## config.mk

```make
export PLATFORM = sky130hd
export DESIGN_NAME = io_ctrl_top
export DESIGN_NICKNAME = d
export VERILOG_FILES = /design/src/hdl/io_ctrl_pkg.sv /design/src/hdl/io_reg_bus_if.sv /design/src/hdl/io_host_decode.sv /design/src/hdl/io_port_regs.sv /design/src/hdl/io_read_mux.sv /design/src/hdl/io_ctrl_top.sv
export SDC_FILE = /design/constraint.sdc
export NUM_CORES = 1
export LEC_CHECK = 0
export BUFFER_PORTS_ARGS = -buffer_cell sky130_fd_sc_hd__buf_2
export CAP_MARGIN = 5
export CORE_ASPECT_RATIO = 1.1
export CORE_MARGIN = 4
export CORE_UTILIZATION = 46
export DETAILED_ROUTE_END_ITERATION = 8
export PLACE_DENSITY = 0.76
export SYNTH_ARGS = -nofsm -noshare
export SYNTH_HDL_FRONTEND = slang
export SYNTH_SLANG_ARGS = --single-unit
```

## constraint.sdc

```tcl
create_clock -name MCLK -period 1.92 [get_ports MCLK]
set_clock_uncertainty 0.2 [all_clocks]
set_input_delay 0.384 -clock MCLK [delete_from_list [all_inputs] [get_ports MCLK]]
set_output_delay 0.384 -clock MCLK [all_outputs]
set_load 0.1 [all_outputs]
```

## src/hdl/io_ctrl_pkg.sv

```systemverilog
//##########################################################
// I/O controller shared definitions.
// Register map, widths and reset values for three pad ports.
//##########################################################

`default_nettype none

package io_ctrl_pkg;

	//##########################################################
	// Sizes
	//##########################################################

	localparam int NUM_PORTS = 3; // Pad ports A, B, C.
	localparam int PIN_W     = 7; // Pins per port.
	localparam int REG_W     = 8; // Host register width.
	localparam int ADDR_W    = 4; // Host register address.

	typedef logic [1:0]       port_idx_t;
	typedef logic [REG_W-1:0] reg_t;
	typedef logic [PIN_W-1:0] pins_t;

	//##########################################################
	// Register map
	//##########################################################

	localparam logic [ADDR_W-1:0] ADDR_VERSION   = 4'd0; // Board straps.
	localparam logic [ADDR_W-1:0] ADDR_DATA_BASE = 4'd1; // Data A, B, C.
	localparam logic [ADDR_W-1:0] ADDR_CTRL_BASE = 4'd4; // Control A, B, C.

	// Addresses 7 to 15 held the serial registers and now read as zero.

	//##########################################################
	// Bit positions and reset values
	//##########################################################

	localparam int CTRL_IRQ_BIT = 7; // Pin-6 interrupt enable.
	localparam int IRQ_PIN      = 6; // Interrupt source, active low.

	localparam reg_t REG_RST = '0; // All host registers.

endpackage

`default_nettype wire

```

## src/hdl/io_reg_bus_if.sv

```systemverilog
//##########################################################
// Decoded register write bus.
// Carries one port-indexed write from the decoder to the ports.
//##########################################################

`timescale 1ns/1ps
`default_nettype none

interface io_reg_bus_if;

	logic                   wr;      // One cycle per accepted write.
	io_ctrl_pkg::port_idx_t port;    // Target port.
	logic                   is_ctrl; // Control, else data register.
	io_ctrl_pkg::reg_t      wdata;

	// Driven by the host decoder.
	modport decoder
	(
		output wr,
		output port,
		output is_ctrl,
		output wdata
	);

	// Seen by every port block.
	modport port_blk
	(
		input wr,
		input port,
		input is_ctrl,
		input wdata
	);

endinterface

`default_nettype wire

```

## src/hdl/io_host_decode.sv

```systemverilog
//##########################################################
// Host write decoder.
// Maps host write cycles onto port-indexed register writes.
//##########################################################

`timescale 1ns/1ps
`default_nettype none

module io_host_decode
	(
	input  wire                                 MCLK,
	input  wire                                 rst_i,
	input  wire logic                           wr_i,
	input  wire logic [io_ctrl_pkg::ADDR_W-1:0] addr_i,
	input  wire io_ctrl_pkg::reg_t              wdata_i,
	io_reg_bus_if.decoder                       bus
	);

	logic [io_ctrl_pkg::ADDR_W-1:0] data_off;
	logic [io_ctrl_pkg::ADDR_W-1:0] ctrl_off;
	logic                           hit_data;
	logic                           hit_ctrl;

	//##########################################################
	// Address decode
	//##########################################################

	always_comb
	begin
		data_off = addr_i - io_ctrl_pkg::ADDR_DATA_BASE; // Wraps high below base.
		ctrl_off = addr_i - io_ctrl_pkg::ADDR_CTRL_BASE;
		hit_data = data_off < io_ctrl_pkg::NUM_PORTS;
		hit_ctrl = ctrl_off < io_ctrl_pkg::NUM_PORTS;
	end

	//##########################################################
	// Bus drive
	//##########################################################

	always_comb
	begin
		bus.wr      = wr_i & (hit_data | hit_ctrl) & ~rst_i; // Version and 7-15 drop.
		bus.is_ctrl = hit_ctrl;
		if (hit_ctrl)
		begin
			bus.port = io_ctrl_pkg::port_idx_t'(ctrl_off);
		end
		else
		begin
			bus.port = io_ctrl_pkg::port_idx_t'(data_off);
		end
		bus.wdata   = wdata_i; // Straight through.
	end

endmodule

`default_nettype wire

```

## src/hdl/io_port_regs.sv

```systemverilog
//##########################################################
// One pad port.
// Data and control registers, pin drive and pin-6 interrupt.
//##########################################################

`timescale 1ns/1ps
`default_nettype none

module io_port_regs
	#(
	parameter int PORT_ID = 0
	)
	(
	input  wire                        MCLK,
	input  wire                        rst_i,
	io_reg_bus_if.port_blk             bus,
	input  wire io_ctrl_pkg::pins_t    pins_i,
	output io_ctrl_pkg::reg_t          data_o,
	output io_ctrl_pkg::reg_t          ctrl_o,
	output io_ctrl_pkg::pins_t         dir_o,
	output io_ctrl_pkg::pins_t         out_o,
	output logic                       irq_o
	);

	localparam io_ctrl_pkg::port_idx_t MY_IDX = io_ctrl_pkg::port_idx_t'(PORT_ID);

	io_ctrl_pkg::reg_t data_q;
	io_ctrl_pkg::reg_t ctrl_q;
	logic              sel;

	assign sel = bus.wr & (bus.port == MY_IDX); // Strobe for this port.

	//##########################################################
	// Registers
	//##########################################################

	always_ff @(posedge MCLK)
	begin
		if (rst_i)
		begin
			data_q <= io_ctrl_pkg::REG_RST;
		end
		else if (sel & ~bus.is_ctrl)
		begin
			data_q <= bus.wdata;
		end
	end

	// Reset leaves every pin as input.
	always_ff @(posedge MCLK)
	begin
		if (rst_i)
		begin
			ctrl_q <= io_ctrl_pkg::REG_RST;
		end
		else if (sel & bus.is_ctrl)
		begin
			ctrl_q <= bus.wdata;
		end
	end

	//##########################################################
	// Pin side
	//##########################################################

	// Control bit set makes the pin an output.
	assign dir_o = ~ctrl_q[io_ctrl_pkg::PIN_W-1:0]; // 1 is input.
	assign out_o = data_q[io_ctrl_pkg::PIN_W-1:0];

	// Level interrupt from pin 6.
	assign irq_o = ~pins_i[io_ctrl_pkg::IRQ_PIN] & ctrl_q[io_ctrl_pkg::CTRL_IRQ_BIT];

	assign data_o = data_q;
	assign ctrl_o = ctrl_q; // For readback.

endmodule

`default_nettype wire

```

## src/hdl/io_read_mux.sv

```systemverilog
//##########################################################
// Host read path and interrupt line.
// Registered readback of straps, ports and control values.
//##########################################################

`timescale 1ns/1ps
`default_nettype none

module io_read_mux
	(
	input  wire                                 MCLK,
	input  wire                                 rst_i,
	input  wire logic [io_ctrl_pkg::ADDR_W-1:0] addr_i,
	input  wire logic                           overseas_i,
	input  wire logic                           pal_i,
	input  wire logic                           disk_i,
	input  wire logic                           tmss_i,
	input  wire io_ctrl_pkg::pins_t             pins_i [io_ctrl_pkg::NUM_PORTS],
	input  wire io_ctrl_pkg::reg_t              data_i [io_ctrl_pkg::NUM_PORTS],
	input  wire io_ctrl_pkg::reg_t              ctrl_i [io_ctrl_pkg::NUM_PORTS],
	input  wire logic [io_ctrl_pkg::NUM_PORTS-1:0] irq_i,
	output io_ctrl_pkg::reg_t                   rdata_o,
	output logic                                irq_n_o
	);

	io_ctrl_pkg::reg_t version;
	io_ctrl_pkg::reg_t rd_next;
	io_ctrl_pkg::reg_t rdata_q;

	// Straps in the top three bits, TMSS at the bottom.
	assign version = {overseas_i, pal_i, disk_i, 4'h0, tmss_i};

	//##########################################################
	// Read select
	//##########################################################

	always_comb
	begin
		rd_next = io_ctrl_pkg::REG_RST; // Unmapped reads as zero.
		if (addr_i == io_ctrl_pkg::ADDR_VERSION)
		begin
			rd_next = version;
		end
		for (int p = 0; p < io_ctrl_pkg::NUM_PORTS; p++)
		begin
			if (addr_i == io_ctrl_pkg::ADDR_DATA_BASE + io_ctrl_pkg::ADDR_W'(p))
			begin
				rd_next = {data_i[p][io_ctrl_pkg::REG_W-1], pins_i[p]}; // Live pins.
			end
			if (addr_i == io_ctrl_pkg::ADDR_CTRL_BASE + io_ctrl_pkg::ADDR_W'(p))
			begin
				rd_next = ctrl_i[p];
			end
		end
	end

	always_ff @(posedge MCLK)
	begin
		if (rst_i)
		begin
			rdata_q <= io_ctrl_pkg::REG_RST;
		end
		else
		begin
			rdata_q <= rd_next;
		end
	end

	assign rdata_o = rdata_q;

	//##########################################################
	// Interrupt
	//##########################################################

	assign irq_n_o = ~|irq_i; // Any port pulls it low.

endmodule

`default_nettype wire

```

## src/hdl/io_ctrl_top.sv

```systemverilog
//##########################################################
// Pad port I/O controller top level.
// Host decoder, three port blocks and the read path.
//##########################################################

`timescale 1ns/1ps
`default_nettype none

module io_ctrl_top
	(
	input  wire                                 MCLK,
	input  wire                                 rst_i,
	input  wire logic                           wr_i,
	input  wire logic [io_ctrl_pkg::ADDR_W-1:0] addr_i,
	input  wire io_ctrl_pkg::reg_t              wdata_i,
	input  wire logic                           overseas_i,
	input  wire logic                           pal_i,
	input  wire logic                           disk_i,
	input  wire logic                           tmss_i,
	input  wire io_ctrl_pkg::pins_t             port_a_i,
	input  wire io_ctrl_pkg::pins_t             port_b_i,
	input  wire io_ctrl_pkg::pins_t             port_c_i,
	output io_ctrl_pkg::pins_t                  port_a_dir_o,
	output io_ctrl_pkg::pins_t                  port_b_dir_o,
	output io_ctrl_pkg::pins_t                  port_c_dir_o,
	output io_ctrl_pkg::pins_t                  port_a_o,
	output io_ctrl_pkg::pins_t                  port_b_o,
	output io_ctrl_pkg::pins_t                  port_c_o,
	output io_ctrl_pkg::reg_t                   rdata_o,
	output logic                                irq_n_o
	);

	io_ctrl_pkg::pins_t                port_pins [io_ctrl_pkg::NUM_PORTS];
	io_ctrl_pkg::pins_t                port_dir  [io_ctrl_pkg::NUM_PORTS];
	io_ctrl_pkg::pins_t                port_out  [io_ctrl_pkg::NUM_PORTS];
	io_ctrl_pkg::reg_t                 port_data [io_ctrl_pkg::NUM_PORTS];
	io_ctrl_pkg::reg_t                 port_ctrl [io_ctrl_pkg::NUM_PORTS];
	logic [io_ctrl_pkg::NUM_PORTS-1:0] port_irq;

	io_reg_bus_if reg_bus();

	// Index 0 is port A.
	assign port_pins[0] = port_a_i;
	assign port_pins[1] = port_b_i;
	assign port_pins[2] = port_c_i;

	assign port_a_dir_o = port_dir[0];
	assign port_b_dir_o = port_dir[1];
	assign port_c_dir_o = port_dir[2];

	assign port_a_o = port_out[0];
	assign port_b_o = port_out[1];
	assign port_c_o = port_out[2];

	//##########################################################
	// Write side
	//##########################################################

	io_host_decode u_decode
		(
		.MCLK(MCLK),
		.rst_i(rst_i),
		.wr_i(wr_i),
		.addr_i(addr_i),
		.wdata_i(wdata_i),
		.bus(reg_bus)
		);

	for (genvar g = 0; g < io_ctrl_pkg::NUM_PORTS; g++)
	begin : g_port
		io_port_regs #(.PORT_ID(g)) u_port
			(
			.MCLK(MCLK),
			.rst_i(rst_i),
			.bus(reg_bus),
			.pins_i(port_pins[g]),
			.data_o(port_data[g]),
			.ctrl_o(port_ctrl[g]),
			.dir_o(port_dir[g]),
			.out_o(port_out[g]),
			.irq_o(port_irq[g])
			);
	end

	//##########################################################
	// Read side
	//##########################################################

	io_read_mux u_read
		(
		.MCLK(MCLK),
		.rst_i(rst_i),
		.addr_i(addr_i),
		.overseas_i(overseas_i),
		.pal_i(pal_i),
		.disk_i(disk_i),
		.tmss_i(tmss_i),
		.pins_i(port_pins),
		.data_i(port_data),
		.ctrl_i(port_ctrl),
		.irq_i(port_irq),
		.rdata_o(rdata_o),
		.irq_n_o(irq_n_o)
		);

endmodule

`default_nettype wire

```

==> reports/metrics.yaml, run 1 <==
portBuffers: 90
r2r-end: "u_read.rdata_o[0]"
drive_gt1_share_pct: 34.0
fin_tns_setup_ps: 0
holdPathStages: 3
end_kind: "primary output"
path_class: "flip-flop to primary output"
multi_input_area_sq_mm: 0.00147
hold_path_class: "primary input to flip-flop"
r2r_slack_ps: 330
postLayoutCellArea_sq_mm: 0.00363
drt_iter0_markers: 142
synth_cell_types: 33
max_freq_ghz: 0.521
htreeDepth: 2
total_leakage_power_uw: 0.00159
wl_microns: 7710
status: "finished clean"
synthFlopType: "dfxtp_1"
nFillCells: 548
synth_cells: 352
min_from: "wdata_i[0]"
gp_congestion: 0.908
relSlewSlack_pct: 67.1
placed_area_sq_mm: 0.00344
core_area_sq_mm: 0.00591
root_buffer: "clkbuf_8"
antennaDiodeCount: 0
antenna_found_initial: 0
hold_violations: 0
start_util_pct: 48.6
grt-ovfl-total: 0
rows: 29
min_to: "g_port[1].u_port.ctrl_o[0]"
io_pins: 91
required_ps: 1340
cts_made_buffers: 5
grt_max_degree: 38
clk_path_buf_depth: 2
synth_area_sq_mm: 0.00288
min_period_ps: 1920
postSynth.asyncResetShare_pct: 0
rsz0062_at_grt: "true"
die_w_microns: 83.4
ys_ff_latch: 56
crit_path_start_kind: "flip-flop"
drv_cap: 0
syn_avg_cell_area_sq_um: 8.17
ir_drop_uv: 618
vias_per_cell: 5.13
synth_warnings: 0
insertion_delay_ps: 310
drc: 0
syn-num-nets: 397
pwr_density_cell_mw_per_mm2: 653
ys_seq_area_share_pct: 39.0
grt_pass1_vias: 2530
final_antenna_net_count: 0
cts_tree: "done"
pre_cts_ws_ps: -424
startpoint: "g_port[0].u_port.ctrl_o[7]"
finalMaxSlewViolations: 0
setup_viol: 0
r2r_start: "g_port[0].u_port.ctrl_o[0]"
wire_per_inst_microns: 15.1
fp.dieH_microns: 90.9
setup_ws_ps: 0.589
syn2layout_area_growth_pct: 26.1
worstPathMaxFanout: 2
fin_nets: 479
dieArea_sq_mm: 0.00758
firstDrtPassIters: 4
clk_pin_slew_ps: 110
timing.final.crit_share_pct: 100
clock_sinks: 56
cp.arrival_ps: 1340
hpwl_microns: 5870
num_vias: 2628
synth_edf_count: 0
grt_use_total_pct: 19.9
tightest_slew_ps: 497
grt_pass1_wl_microns: 12400
regArea_sq_mm: 0.00112
reg2reg_depth: 4
-- report_power, final --
part	total [uW]	switching, uW	internal, uW
Combinational	389	262	126
Clock	799	406	394
Sequential	1180	6.36	1180
Total	2370	674	1700
-- repair_timing --
action / 4_1_cts / 5_1_grt
hold endpoints to repair: 0 / 0
setup endpoints to repair: 2 / 20
resized for setup: 4 / 8
pin swaps: 1 / 6
buffers inserted: 1 / 2
hold buffers: 0 / 0
cloned: 0 / 0
-- logic make-up after synthesis --
group,count (synthesis),synth area share [%]
simple gates,125,21.1
buf+inv,69,12.4
compound gates,65,14.2
flops,56,39.0
mux,32,11.1
fa+ha+maj,5,2.17
-- layer usage --
layer,global-route usage (%),routed length [microns]
met5,0,0
met4,7.08,131
met3,4.34,494
met2,33.1,3790
met1,25.6,3290
-- cell usage in the layout (no fill, tap or decap), types with 4 or more instances in the layout --
cell,count
buf_2,88
dfxtp_1,54
nor2_1,49
nand2_1,32
mux2i_1,32
inv_1,25
buf_4,24
o21ai_0,19
nand3_1,14
a21oi_1,12
a211oi_1,12
o21ai_1,10
nor2b_1,7
nand3_2,5
clkbuf_8,5
a21o_1,4
nor3_1,4
nand3b_1,4
-- state kept, by name, summed over array words and instances (netlist names) --
signal	count
g_port.u_port.ctrl_o	24
g_port.u_port.data_o	24
u_read.rdata_o	8
-- cells in the mapped netlist, types with 2 or more instances --
library cell	number	share of area [%]
nand2_1	32	4.2
buf_4	21	5.5
a211o_1	2	0.61
nand3_1	18	3.1
or4_1	2	0.52
nor2b_1	9	2.0
dfxtp_1	56	39
buf_2	9	1.6
a21o_1	4	1.0
nand3b_1	4	1.0
a21oi_1	12	2.1
o21ai_1	6	1.0
clkbuf_1	9	1.2
inv_1	27	3.5
nor3_1	4	0.70
ha_1	5	2.2
a2111oi_0	4	1.2
a211oi_1	12	3.1
mux2i_1	32	11
o21ai_0	23	4.0
nor2_1	49	6.4
-- per-stage QoR --
| step | hold slack [ps] | power (uW) | std cells | util [%] |
|---|---|---|---|---|
| detailed placement | 256 | 1590 | 501 | 58.2 |
| finish | 175 | 2370 | 512 | 61.3 |
| floorplan | 237 | 1470 | 352 | - |
| CTS | 174 | 2370 | 510 | 60.6 |
| global placement | 248 | 1580 | 501 | 58.2 |
| global route | 196 | 2450 | 512 | 61.3 |
-- how the worst max path moves through the flow --
| stage | to | cells after the start |
|---|---|---|
| floorplan | irq_n_o | 2 |
| global placement | u_read.rdata_o[5] | 8 |
| CTS | irq_n_o | 2 |
| detailed placement | u_read.rdata_o[5] | 7 |
| global route | irq_n_o | 2 |
| finish | irq_n_o | 2 |
-- critical path: stages, from the launching register on --
cell	delay, ps
dfxtp_2	350
a222oi_1	300
bufbuf_16	370
-- layout make-up --
type,instances,area share (%)
well taps,77,2.66
flip-flops and latches,56,31.0
clock inverters,3,1.31
multi-input cells,227,40.6
clock buffers,5,1.90
repair buffers,116,19.5
inverters,28,3.00
Power figures use the tool's default switching activity.
==> run 2: changes to the inputs <==
==> constraint.sdc (replaced) <==
create_clock -name MCLK -period 1.6 [get_ports MCLK]
set_clock_uncertainty 0.2 [all_clocks]
set_input_delay 0.32 -clock MCLK [delete_from_list [all_inputs] [get_ports MCLK]]
set_output_delay 0.32 -clock MCLK [all_outputs]
set_load 0.1 [all_outputs]
==> run 2 against run 1 <==
Against the previous run:
- the run now ends with negative setup slack left
- critical path type unchanged
- sequential power rose by 20%
- clock power fell by 9.4%
- power rose by 16%
- utilization rose by 15 points
- highest routed layer unchanged
- via count rose by 4.3%
- routed wire length rose by 12%
- flip-flop and latch count did not move
- largest cell class unchanged
- count of clock-buffer cells in the layout did not move
==> reports/metrics.yaml, run 2 (same netlist as run 1, synthesis figures left out) <==
status: "finished with violations"
violations: "negative setup slack"
fp.dieH_microns: 90.9
ir_drop_uv: 880
drc: 0
rsz0062_at_grt: "true"
firstDrtPassIters: 4
placedCellCount: 509
end_kind: "primary output"
grt_pass1_wl_microns: 14000
drv_cap: 0
finalMaxSlewViolations: 0
insertion_delay_ps: 300
hpwl_microns: 6270
drive_gt1_share_pct: 48.8
pre_cts_ws_ps: -492
clk_path_buf_depth: 2
cts_made_buffers: 5
die_w_microns: 83.4
grt_use_total_pct: 22.5
tightest_slew_ps: 497
root_buffer: "clkbuf_8"
holdPathStages: 3
dieArea_sq_mm: 0.00758
fin_nets: 490
hold_path_class: "primary input to flip-flop"
final_cell_mix: "dfxtp_1 (55), nor2_1 (48), buf_2 (44)"
hold_violations: 0
gp_congestion: 0.890
setup_viol: 45
path_class: "flip-flop to primary output"
grt_max_degree: 38
setup_ws_ps: -241
reg2reg_depth: 4
syn2layout_area_growth_pct: 57.7
max_freq_ghz: 0.543
grt_pass1_vias: 2810
start_util_pct: 48.6
power_uw: 2750
required_ps: 1080
fin_cells: 522
min_period_ps: 1840
wl_microns: 8590
rows: 29
timing.final.crit_share_pct: 115
num_vias: 2741
cts_tree: "done"
total_leakage_power_uw: 0.00190
final_common_cell: "dfxtp_1"
wire_per_inst_microns: 16.5
nFillCells: 372
final_antenna_net_count: 0
relSlewSlack_pct: 67.1
io_pins: 91
htreeDepth: 2
core_area_sq_mm: 0.00591
cp.arrival_ps: 1320
worstPathMaxFanout: 2
crit_path_start_kind: "flip-flop"
hold_ws_ps: 129
portBuffers: 90
vias_per_cell: 5.25
final_core_util_pct: 76.7
clock_sinks: 56
regArea_sq_mm: 0.00112
grt-ovfl-total: 0
drt_iter0_markers: 105
pwr_density_cell_mw_per_mm2: 606
multi_input_area_sq_mm: 0.00181
antennaDiodeCount: 0
antenna_found_initial: 0
clk_pin_slew_ps: 90
==> run 2: cell types whose count changed in the layout (fill, tap and decap cells not counted), moves of 12 or more <==
| cell | delta |
|---|---|
| buf_2 | -44 |
| buf_12 | +33 |
| nand3_1 | -13 |
| buf_4 | +12 |
| nand3_2 | +12 |
| o21ai_0 | -15 |
==> run 2: power breakdown <==
part           total (uW)  leakage, uW  switching (uW)  internal (uW)
logic                 605      0.00141             378            227
registers            1420     0.000453            8.53           1410
clock network         724    0.0000400             427            297
total                2750      0.00190             813           1930
==> run 2: critical path, cell delays in order, from the launching register on <==
cell and delay (ps):
dfxtp_2 340, a222oi_1 330, buf_4 180, buf_12 160
==> run 2: repair_timing <==
action / 4_1_cts / 5_1_grt
buffers inserted: 3 / 4
hold endpoints to repair: 0 / 0
pin swaps: 15 / 28
endpoints found under the setup margin: 55 / 63
gates resized for setup: 32 / 38
hold buffers: 0 / 0
==> run 2: final timing paths <==
kind	startpoint	end	slack, ps
worst max-delay path	g_port[0].u_port.ctrl_o[7]	irq_n_o	-240
worst min-delay path	wdata_i[5]	g_port[0].u_port.ctrl_o[5]	130
worst max register to register	g_port[0].u_port.data_o[7]	u_read.rdata_o[7]	220
worst min register to register	g_port[0].u_port.data_o[1]	g_port[0].u_port.data_o[1]	270
==> run 2: area by class of cell <==
class	instances	area share [%]
Timing Repair Buffer	127	28.7
Tap cell	77	2.12
Clock buffer	5	1.52
Inverter	28	2.73
Clock inverter	2	0.276
Sequential cell	56	24.7
Multi-Input combinational cell	227	39.9
==> run 2: per-layer routing <==
layer	vias to the layer above	GRT usage, %	wire (microns)
li1	1349	-	-
met1	1290	27.4	3430
met2	90	39.9	4520
met3	12	4.89	528
met4	0	6.13	121
met5	-	0	0
==> run 2: stage by stage <==
stage                     instance area [sq um]  TNS, ps
after floorplan                            3190   -12850
after global placement                     4160   -20490
after detailed placement                   4160   -22610
after CTS                                  4370    -2370
after global routing                       4540    -5620
final                                      4540    -2910
